$ cat src/design/dcache_cfg.svh
// cache geometry; tag width is whatever the word address leaves after index and offset
`ifndef DCACHE_CFG_SVH
`define DCACHE_CFG_SVH

// ----------------------------------------------------------------------
// word and address widths
// ----------------------------------------------------------------------
`define DC_WORD_W   32          // data word
`define DC_ADDR_W   30          // processor word address

// ----------------------------------------------------------------------
// line geometry
// ----------------------------------------------------------------------
`define DC_INDEX_W  3           // 8 lines
`define DC_OFFSET_W 2           // 4 words per line
`define DC_LINES    (1 << `DC_INDEX_W)
`define DC_WORDS    (1 << `DC_OFFSET_W)

`endif
$ cat src/design/dcache_pkg.sv
// cache types; word 0 of a line sits in the low bits of the flat memory view
package dcache_pkg;

	`include "dcache_cfg.svh"

	typedef logic [`DC_ADDR_W-`DC_INDEX_W-`DC_OFFSET_W-1:0] tag_t;

	// processor word address split 25/3/2
	typedef struct packed {
		tag_t                   tag;
		logic [`DC_INDEX_W-1:0]  index;
		logic [`DC_OFFSET_W-1:0] offset;
	} word_addr_t;

	// line address on the memory side
	typedef struct packed {
		tag_t                  tag;
		logic [`DC_INDEX_W-1:0] index;
	} line_addr_t;

	// one line seen flat by memory and by word from the processor
	typedef union packed {
		logic [`DC_WORDS*`DC_WORD_W-1:0]          flat;
		logic [`DC_WORDS-1:0][`DC_WORD_W-1:0]     word;
	} line_u;

	typedef struct packed {
		logic                  read;
		logic                  write;
		word_addr_t            addr;
		logic [`DC_WORD_W-1:0] wdata;
	} proc_req_t;

	typedef struct packed {
		logic       read;
		logic       write;
		line_addr_t addr;
		line_u      wdata;
	} mem_req_t;

	// miss handling
	typedef enum logic [1:0] {
		IDLE       = 2'd0,
		WRITE_BACK = 2'd1,
		REFILL     = 2'd2
	} miss_state_e;

endpackage

$ cat src/design/dcache.sv
// direct-mapped cache with hits in the request cycle; a valid victim is written back whole
`timescale 1ns/1ps
`include "dcache_cfg.svh"

module dcache import dcache_pkg::*; (
	input  logic                  clk,
	input  logic                  rst_n,
	input  proc_req_t             req,
	output logic                  stall,
	output logic [`DC_WORD_W-1:0] rdata,
	output mem_req_t              mem_req,
	input  line_u                 mem_rdata,
	input  logic                  mem_ready
);

	logic  hit;
	logic  victim_valid;
	tag_t  victim_tag;
	line_u line;
	logic  word_we;
	logic  refill_we;

	// ----------------------------------------------------------------------
	// stores
	// ----------------------------------------------------------------------
	dcache_tag_store i_tag_store (
		.clk          (clk),
		.rst_n        (rst_n),
		.addr         (req.addr),
		.refill_we    (refill_we),
		.hit          (hit),
		.victim_valid (victim_valid),
		.victim_tag   (victim_tag)
	);

	dcache_line_store i_line_store (
		.clk          (clk),
		.addr         (req.addr),
		.wdata        (req.wdata),
		.word_we      (word_we),
		.refill_we    (refill_we),
		.refill_line  (mem_rdata),    // straight from memory
		.line         (line),
		.rdata        (rdata)
	);

	// ----------------------------------------------------------------------
	// miss control
	// ----------------------------------------------------------------------
	dcache_miss_fsm i_miss_fsm (
		.clk          (clk),
		.rst_n        (rst_n),
		.req          (req),
		.hit          (hit),
		.victim_valid (victim_valid),
		.victim_tag   (victim_tag),
		.line         (line),
		.mem_ready    (mem_ready),
		.stall        (stall),
		.word_we      (word_we),
		.refill_we    (refill_we),
		.mem_req      (mem_req)
	);

endmodule

$ cat src/design/dcache_miss_fsm.sv
// expects req held stable while stall is high; memory request holds until mem_ready
`timescale 1ns/1ps

module dcache_miss_fsm import dcache_pkg::*; (
	input  logic      clk,
	input  logic      rst_n,
	input  proc_req_t req,
	input  logic      hit,
	input  logic      victim_valid,
	input  tag_t      victim_tag,
	input  line_u     line,
	input  logic      mem_ready,
	output logic      stall,
	output logic      word_we,
	output logic      refill_we,
	output mem_req_t  mem_req
);

	miss_state_e state;
	miss_state_e state_nxt;
	logic        access;

	assign access = req.read | req.write;

	// ----------------------------------------------------------------------
	// state register
	// ----------------------------------------------------------------------
	always_ff @(posedge clk or negedge rst_n) begin
		if (!rst_n) begin
			state <= IDLE;
		end else begin
			state <= state_nxt;
		end
	end

	// ----------------------------------------------------------------------
	// next state
	// ----------------------------------------------------------------------
	always_comb begin
		state_nxt = state;
		unique case (state)
			IDLE: begin
				if (access && !hit) begin
					// a valid victim must go back to memory first
					state_nxt = victim_valid ? WRITE_BACK : REFILL;
				end
			end
			WRITE_BACK: begin
				if (mem_ready) begin
					state_nxt = REFILL;
				end
			end
			REFILL: begin
				if (mem_ready) begin
					state_nxt = IDLE;   // request retries as a hit
				end
			end
			default: state_nxt = IDLE;
		endcase
	end

	// ----------------------------------------------------------------------
	// outputs
	// ----------------------------------------------------------------------
	assign stall     = access && ((state != IDLE) || !hit);
	assign word_we   = (state == IDLE) && req.write && hit;
	assign refill_we = (state == REFILL) && mem_ready;

	always_comb begin
		mem_req = '0;
		unique case (state)
			WRITE_BACK: begin
				mem_req.write      = 1'b1;
				mem_req.addr.tag   = victim_tag;      // old owner's address
				mem_req.addr.index = req.addr.index;
				mem_req.wdata      = line;
			end
			REFILL: begin
				mem_req.read       = 1'b1;
				mem_req.addr.tag   = req.addr.tag;
				mem_req.addr.index = req.addr.index;
			end
			default: begin
				mem_req = '0;                          // bus quiet in IDLE
			end
		endcase
	end

endmodule

$ cat src/design/dcache_line_store.sv
// data array without reset; refill has priority over a word write to the same line
`timescale 1ns/1ps
`include "dcache_cfg.svh"

module dcache_line_store import dcache_pkg::*; (
	input  logic                  clk,
	input  word_addr_t            addr,
	input  logic [`DC_WORD_W-1:0] wdata,
	input  logic                  word_we,
	input  logic                  refill_we,
	input  line_u                 refill_line,
	output line_u                 line,
	output logic [`DC_WORD_W-1:0] rdata
);

	line_u lines [`DC_LINES];

	// ----------------------------------------------------------------------
	// write side
	// ----------------------------------------------------------------------
	always_ff @(posedge clk) begin
		if (refill_we) begin
			lines[addr.index].flat <= refill_line.flat;   // whole line from memory
		end else if (word_we) begin
			lines[addr.index].word[addr.offset] <= wdata;  // hit write
		end
	end

	// ----------------------------------------------------------------------
	// read side
	// ----------------------------------------------------------------------
	// indexed line goes out whole for write-back
	assign line = lines[addr.index];

	// word select for the processor
	assign rdata = line.word[addr.offset];

endmodule

$ cat src/design/dcache_tag_store.sv
// valid bits clear on reset, tags do not; hit and victim are combinational on addr
`timescale 1ns/1ps
`include "dcache_cfg.svh"

module dcache_tag_store import dcache_pkg::*; (
	input  logic       clk,
	input  logic       rst_n,
	input  word_addr_t addr,
	input  logic       refill_we,
	output logic       hit,
	output logic       victim_valid,
	output tag_t       victim_tag
);

	logic [`DC_LINES-1:0] valid;
	tag_t                 tags [`DC_LINES];

	// ----------------------------------------------------------------------
	// state
	// ----------------------------------------------------------------------
	always_ff @(posedge clk or negedge rst_n) begin
		if (!rst_n) begin
			valid <= '0;             // every line empty
		end else if (refill_we) begin
			valid[addr.index] <= 1'b1;
		end
	end

	always_ff @(posedge clk) begin
		if (refill_we) begin
			tags[addr.index] <= addr.tag;   // new owner of the line
		end
	end

	// ----------------------------------------------------------------------
	// lookup
	// ----------------------------------------------------------------------
	assign victim_valid = valid[addr.index];
	assign victim_tag   = tags[addr.index];   // old tag until refill lands

	// tag compare only counts on a valid line
	assign hit = victim_valid && (victim_tag == addr.tag);

endmodule

$ cat config.mk
export PLATFORM = sky130hd
export DESIGN_NAME = dcache
export DESIGN_NICKNAME = d
export VERILOG_FILES = /design/src/design/dcache_pkg.sv /design/src/design/dcache.sv /design/src/design/dcache_miss_fsm.sv /design/src/design/dcache_line_store.sv /design/src/design/dcache_tag_store.sv
export VERILOG_INCLUDE_DIRS = /design/src /design/src/design
export SDC_FILE = /design/constraint.sdc
export NUM_CORES = 1
export LEC_CHECK = 0
export BUFFER_PORTS_ARGS = -buffer_cell sky130_fd_sc_hd__clkbuf_2
export CAP_MARGIN = 20
export CORE_UTILIZATION = 25
export CTS_BUF_LIST = sky130_fd_sc_hd__clkbuf_4
export DETAILED_ROUTE_END_ITERATION = 8
export PLACE_DENSITY = 0.38
export RECOVER_POWER = 100
export REMOVE_ABC_BUFFERS = 1
export SYNTH_ARGS = -nofsm -noshare
export SYNTH_HDL_FRONTEND = slang
export SYNTH_SLANG_ARGS = --single-unit
$ cat constraint.sdc
create_clock -name clk -period 10.2 [get_ports clk]
set_clock_uncertainty 0.15 [all_clocks]
set_input_delay 1.02 -clock clk [delete_from_list [all_inputs] [get_ports clk]]
set_output_delay 1.02 -clock clk [all_outputs]
set_load 0.005 [all_outputs]
==> out/metrics.cfg, run 1 <==
[outcome]
status=complete, but fails checks
failed_checks=max-capacitance violations, max-slew violations

[global_route]
antenna_found_initial=21
grt_pass1_wl_um=259000
grt_max_degree=106
grt_pass1_vias=31166
track_usage=0.190
grt_overflow=0

[worst_setup_path]
crit_start=req[36]
slowest_delay_ps=1900
slowest_stage=clkbuf_1
cp-end-kind=flop
path_buf_inv=4
path_class=input pin to flop
rr_startpoint=i_miss_fsm.state[0]$_DFFE_PN0P_
worstSetupStartpointType=input pin
cp_data_arrival_time_ps=8750
worstPathMaxFanout=40
crit_path_cell_trace=clkbuf_1 > nor2b_1 > clkbuf_1 > a22oi_1 > a31oi_1 > nor3_1 > nand4_1 > nor4_4 > nand3b_1 > buf_4 > a21oi_4 > clkbuf_1
crit_required_ps=10860
path_common_cell=clkbuf_1
crit_family=buffers and inverters

[sta]
final.setup.tns_ps=0
finalHoldViolations=0
final.period_utilization=0.793
final-setup-viol-count=0
worstMarginPinSlew_ps=3040
fin_crit_ps=8090
hold_slack_ps=181
setup_slack_ps=2110
rsz0062_at_grt=no
drv_slew=461
fmax_ghz=0.124
slew-limit-headroom=-1.04

[detailed_routing]
top_layer_used=met5
vias=30733
via_per_inst=4.81
met3_length_um=8990
drt_wl_total_um=190000
drt_first_iter_violations=2165
routedWlPerCell_um=29.8
ant_nets=0
dr_wl_met2_um=93600
first_pass_iters=5
drc=0
wl_met1_um=83000

[synth]
async_flop_share=0.00810
synthFlopType=edfxtp_1
avgSynthCellArea_um2=17.4
synth.most_common_cell=edfxtp_1
syn_inst=2811
synth-edff-count=1224
ys_top_cells_by_area=edfxtp_1 (75%), a22oi_1 (6.0%), mux2_2 (4.2%)
ys_top_cells_by_count=edfxtp_1 (1,224), a22oi_1 (393), mux2_2 (184), and2_1 (140), clkbuf_1 (140)
ys_seq_area_frac=0.757
yosysWarnings=0
ys_ff_latch=1234
syn_area_um2=48900
synth_cell_types=55
synth_top_cell_by_area=edfxtp_1
synth_top_area_frac=0.752

[pwr]
seqPwrFrac=0.492
leakagePower_nw=19.8
swShare=0.266
peakVddDrop_mv=0.113
p_per_area_nw_per_um2=195
combPwrFrac=0.122
p_int_w=0.00859
power_frac_clock=0.386
switchingPower_w=0.00311

[die]
rows=161
die_x_um=444
start_util=0.253
die_area_um2=197000
core_um2=193000
die_h_um=444
io_pins=386

[clock_network]
cts_buffers=356
cts_setup_buffers=0
clock_latency_ps=1280
clk_pin_slew_ps=70
holdBufCountCts=157
cts.sinks=1234
ctsRootBufferMaster=clkbuf_4
h-tree-depth=5
clock_path_buffers=4
cts_tree=yes
ctsResizeCount=0

[final_layout]
drive_above_1_share=0.281
n_fill_cell=19310
nets=3808
area_growth_pct=22.7

[placement]
port_buffers=385
dp_hpwl_um=116000
gp_congestion=0.745
post-place-ws_ps=3120

[min_path]
hold_start=mem_rdata[25]
hold_class=input pin to flop

[flow_run]
drv_cap=19

-- power groups by stage --
stage          Clock, W  Sequential (W)  Combinational (W)
2_1_floorplan         0         0.00586           0.000601
3_3_place_gp          0         0.00586            0.00147
3_5_place_dp          0         0.00586            0.00147
4_1_cts         0.00466         0.00576            0.00153
5_1_grt         0.00490         0.00577            0.00155
6_report        0.00452         0.00576            0.00143
-- stage by stage --
step	cell area, um^2	instances	utilization	total power (W)
after floorplan	48100	2626	-	0.00646
after global placement	54400	5618	0.282	0.00734
after detailed placement	54500	5621	0.282	0.00734
after CTS	60400	6376	0.312	0.0119
final	60000	6387	0.310	0.0117
after global routing	60000	6383	0.310	0.0122
-- worst register-to-register path, cell delays in order (launching register included) --
cell and delay, ps:
dfrtp_1 360, inv_1 80, ha_1 230, nand2_1 610
clkbuf_1 2080, a21oi_1 1450, buf_4 660
-- final timing paths --
check / endpoint / slack, ps / depth (start not counted)
max in group asynchronous: i_tag_store.valid[6]$_DFFE_PN0P_ / 8230 / 4
setup / recovery: i_line_store.lines[6][86]$_DFFE_PP_ / 2110 / 12
min in group asynchronous: i_tag_store.valid[5]$_DFFE_PN0P_ / 640 / 3
setup reg to reg: i_line_store.lines[4][65]$_DFFE_PP_ / 4190 / 6
hold / removal: i_line_store.lines[6][25]$_DFFE_PP_ / 180 / 2
hold reg to reg: i_tag_store.valid[4]$_DFFE_PN0P_ / 320 / 1
-- registers in the layout, indices dropped and copies added (netlist names) --
| register | flops |
|---|---|
| i_line_store.lines | 1024 |
| i_miss_fsm.state | 2 |
| i_tag_store.tags | 200 |
| i_tag_store.valid | 8 |
-- cells by family after synthesis --
kind of cell	count (synthesis)	synth area share
AO/OA/AOI/OAI	620	0.0911
XOR/XNOR	13	0.00233
AND/OR/NAND/NOR	425	0.0477
adder cells (fa/ha/maj)	3	0.000768
multiplexers	321	0.0848
flip-flops	1234	0.757
buffers and inverters	195	0.0160
-- cell type report --
| type | count | area [um^2] | share of cell area |
|---|---|---|---|
| clock buffers | 533 | 4000 | 0.0667 |
| clock inverters | 65 | 307 | 0.00511 |
| repair buffers | 626 | 4060 | 0.0677 |
| multi-input cells | 1382 | 11400 | 0.189 |
| diodes | 11 | 27.5 | 0.000459 |
| well taps | 2526 | 3160 | 0.0527 |
| flip-flops and latches | 1234 | 37000 | 0.617 |
| inverters | 10 | 37.5 | 0.000626 |
-- placed cells by master (no fill, tap or decap), drive strengths merged, types with 3 or more instances in the layout --
| master | netlist | layout |
|---|---|---|
| edfxtp | 1224 | 1224 |
| clkbuf | 140 | 937 |
| a22oi | 393 | 393 |
| mux2 | 184 | 184 |
| dlygate4sd3 | 0 | 157 |
| and2 | 140 | 140 |
| nand4 | 94 | 94 |
| nand2 | 83 | 83 |
| mux2i | 81 | 81 |
| o21ai | 65 | 65 |
| buf | 45 | 65 |
| clkinv | 1 | 57 |
| mux4 | 56 | 56 |
| a21oi | 52 | 52 |
| nor2 | 48 | 48 |
| a221oi | 28 | 28 |
| inv | 9 | 15 |
| nand3 | 13 | 13 |
| a222oi | 12 | 12 |
| a221o | 12 | 12 |
| nor2b | 12 | 12 |
| diode | 0 | 11 |
| nor3 | 11 | 11 |
| o22ai | 10 | 10 |
| a31oi | 10 | 10 |
| xnor2 | 10 | 10 |
| dfrtp | 10 | 10 |
| a22o | 9 | 9 |
| or2 | 9 | 9 |
| o31ai | 7 | 7 |
| a21boi | 5 | 5 |
| o21a | 5 | 5 |
| and4 | 4 | 4 |
| xor2 | 3 | 3 |
| ha | 3 | 3 |
-- routing by layer --
layer	vias to the layer above	track usage
met4	4	0.0541
met1	16133	0.248
met5	-	0
met3	301	0.0340
met2	955	0.320
li1	13340	-
Note: power is estimated with default switching activity, not from simulation.
==> run 2: changes to the inputs <==
==> constraint.sdc (replaced) <==
create_clock -name clk -period 8.1 [get_ports clk]
set_clock_uncertainty 0.15 [all_clocks]
set_input_delay 0.81 -clock clk [delete_from_list [all_inputs] [get_ports clk]]
set_output_delay 0.81 -clock clk [all_outputs]
set_load 0.005 [all_outputs]
==> run 2 against run 1 <==
Effect of this change: the run still ends with max-capacitance violations, max-slew violations left; first-iteration DRC count increased by 15%; count of clock-buffer cells in the layout is 14 lower; hold slack worse by 19 ps; non-clock buffer count is 105 higher; power rose by 26%; largest cell class unchanged; highest routed layer is now met4.
==> out/metrics.cfg, run 2 (synthesis results as in run 1) <==
[final_layout]
n_fill_cell=19172  ; -0.71%
final_cell_mix=edfxtp_1 (1,224), clkbuf_4 (519), a22oi_1 (393)
layout_commonest_cell=edfxtp_1
drive_above_1_share=0.294  ; +0.0129
nets=3912  ; +2.7%
reg_top3=i_line_store.lines: 1024 flops, i_tag_store.tags: 200 flops, i_tag_store.valid: 8 flops
largest_register=i_line_store.lines
largest_register_ffs=1024  ; unchanged
area_growth_pct=25.1

[clock_network]
h-tree-depth=5  ; unchanged
ctsRootBufferMaster=clkbuf_4
clk_pin_slew_ps=70  ; about the same
cts_tree=yes
cts_buffers=355  ; -0.28%
cts.sinks=1234  ; unchanged
clock_latency_ps=1280  ; about the same
clock_path_buffers=4  ; unchanged

[die]
core_um2=193000  ; unchanged
die_h_um=444  ; unchanged
die_area_um2=197000  ; unchanged
rows=161  ; unchanged
die_x_um=444  ; unchanged
io_pins=386  ; unchanged
start_util=0.253  ; unchanged

[sta]
final-setup-viol-count=0  ; unchanged
final.setup.tns_ps=0  ; unchanged
slew-limit-headroom=-0.667  ; +0.369
final.period_utilization=0.832
rsz0062_at_grt=no
drv_slew=451  ; -2.2%
setup_slack_ps=1360  ; -750 ps
hold_slack_ps=162  ; -19.1 ps
finalHoldViolations=0  ; unchanged
fin_crit_ps=6740
fmax_ghz=0.148
worstMarginPinSlew_ps=2500  ; -542 ps

[worst_setup_path]
slowest_stage=clkbuf_1
path_buf_inv=4  ; unchanged
reg2reg_depth=9  ; +3
crit_required_ps=7140  ; -3720 ps
worstSetupStartpointType=input pin
cp_data_arrival_time_ps=5780  ; -2970 ps
critPathCapture=rdata[12]
rr_startpoint=i_miss_fsm.state[0]$_DFFE_PN0P_
crit_path_cell_trace=buf_6 > buf_4 > clkbuf_1 > mux2i_1 > nor2_1 > a21oi_1 > nand3_1 > mux4_2 > clkbuf_2
worst-path-stages=9  ; -3
crit_family=buffers and inverters
r2r_end=i_line_store.lines[7][74]$_DFFE_PP_
worstPathMaxFanout=55  ; +38%
path_class=input pin to primary output
cp-end-kind=primary output
slowest_delay_ps=1760  ; -140 ps
reg2reg_slack_ps=1560  ; -2630 ps
crit_start=req[36]

[pwr]
p_per_area_nw_per_um2=241  ; +23%
peakVddDrop_mv=0.120  ; +6.0%
power_w=0.0147  ; +26%
leakagePower_nw=20.3  ; +2.4%

[detailed_routing]
via_per_inst=4.83  ; +0.44%
routedWlPerCell_um=30.1  ; +0.80%
vias=31288  ; +1.8%
ant_nets=0  ; unchanged
drt_wl_total_um=195000  ; +2.2%
first_pass_iters=5  ; unchanged
drt_first_iter_violations=2486  ; +15%
drc=0  ; unchanged

[global_route]
grt_overflow=0  ; unchanged
grt_pass1_wl_um=264000  ; +2.0%
grt_pass1_vias=31704  ; +1.7%
antenna_found_initial=31  ; +48%
grt_max_degree=69  ; -35%
track_usage=0.194  ; +0.00414

[outcome]
failed_checks=max-capacitance violations, max-slew violations
status=complete, but fails checks

[placement]
gp_congestion=0.745  ; about the same
dp_hpwl_um=125000  ; +7.2%
post-place-ws_ps=1730  ; -1390 ps
port_buffers=385  ; unchanged

[min_path]
hold_class=input pin to flop

[flow_run]
drv_cap=19  ; unchanged

==> run 2: worst min path at each step <==
| stage | startpoint | end | slack (ps) | cells after the start |
|---|---|---|---|---|
| after floorplan | i_tag_store.valid[0]$_DFFE_PN0P_ | i_tag_store.valid[0]$_DFFE_PN0P_ | 290 | 1 |
| after global placement | i_tag_store.valid[5]$_DFFE_PN0P_ | i_tag_store.valid[5]$_DFFE_PN0P_ | 300 | 1 |
| after detailed placement | i_tag_store.valid[4]$_DFFE_PN0P_ | i_tag_store.valid[4]$_DFFE_PN0P_ | 300 | 1 |
| after CTS | req[18] | i_line_store.lines[7][114]$_DFFE_PP_ | 2 | 2 |
| after global routing | req[18] | i_line_store.lines[7][114]$_DFFE_PP_ | 60 | 2 |
| final | req[18] | i_line_store.lines[2][114]$_DFFE_PP_ | 160 | 2 |
==> run 2: through the flow <==
stage | instance area [um^2] | utilization | std cells
final | 61100 | 0.316 | 6474
after detailed placement | 55100 | 0.285 | 5665
after global placement | 55100 | 0.285 | 5665
after global routing | 61100 | 0.316 | 6467
after floorplan | 48100 | - | 2626
after CTS | 61400 | 0.318 | 6459
==> run 2: timing repair <==
action / 4_1_cts / 5_1_grt
hold endpoints to repair: 1228 / 0
setup buffers: 0 / 0
hold buffers: 218 / 0
gates resized for setup: 0 / 0
endpoints found under the setup margin: 0 / 0
==> run 2: cell type report <==
cell class	count	area [um^2]	share of cell area
Antenna cell	15	37.5	0.000614
Clock buffer	519	3900	0.0637
Clock inverter	57	275	0.00450
Inverter	10	37.5	0.000614
Multi-Input combinational cell	1382	11500	0.188
Sequential cell	1234	37000	0.605
Tap cell	2526	3160	0.0517
Timing Repair Buffer	731	5250	0.0859
==> run 2: metal layers <==
layer,share of wire,GRT usage
met3,0.052,0.0324
met1,0.44,0.258
met4,0.018,0.0448
met5,0,0
met2,0.49,0.328
==> run 2: report_power, final <==
part           switching, W  total, W  leakage (nW)  internal (W)
combinational       0.00124   0.00186          6.61      0.000622
sequential        0.0000428   0.00725          11.1       0.00721
clock               0.00266   0.00561          2.53       0.00296
total               0.00394    0.0147          20.3        0.0108
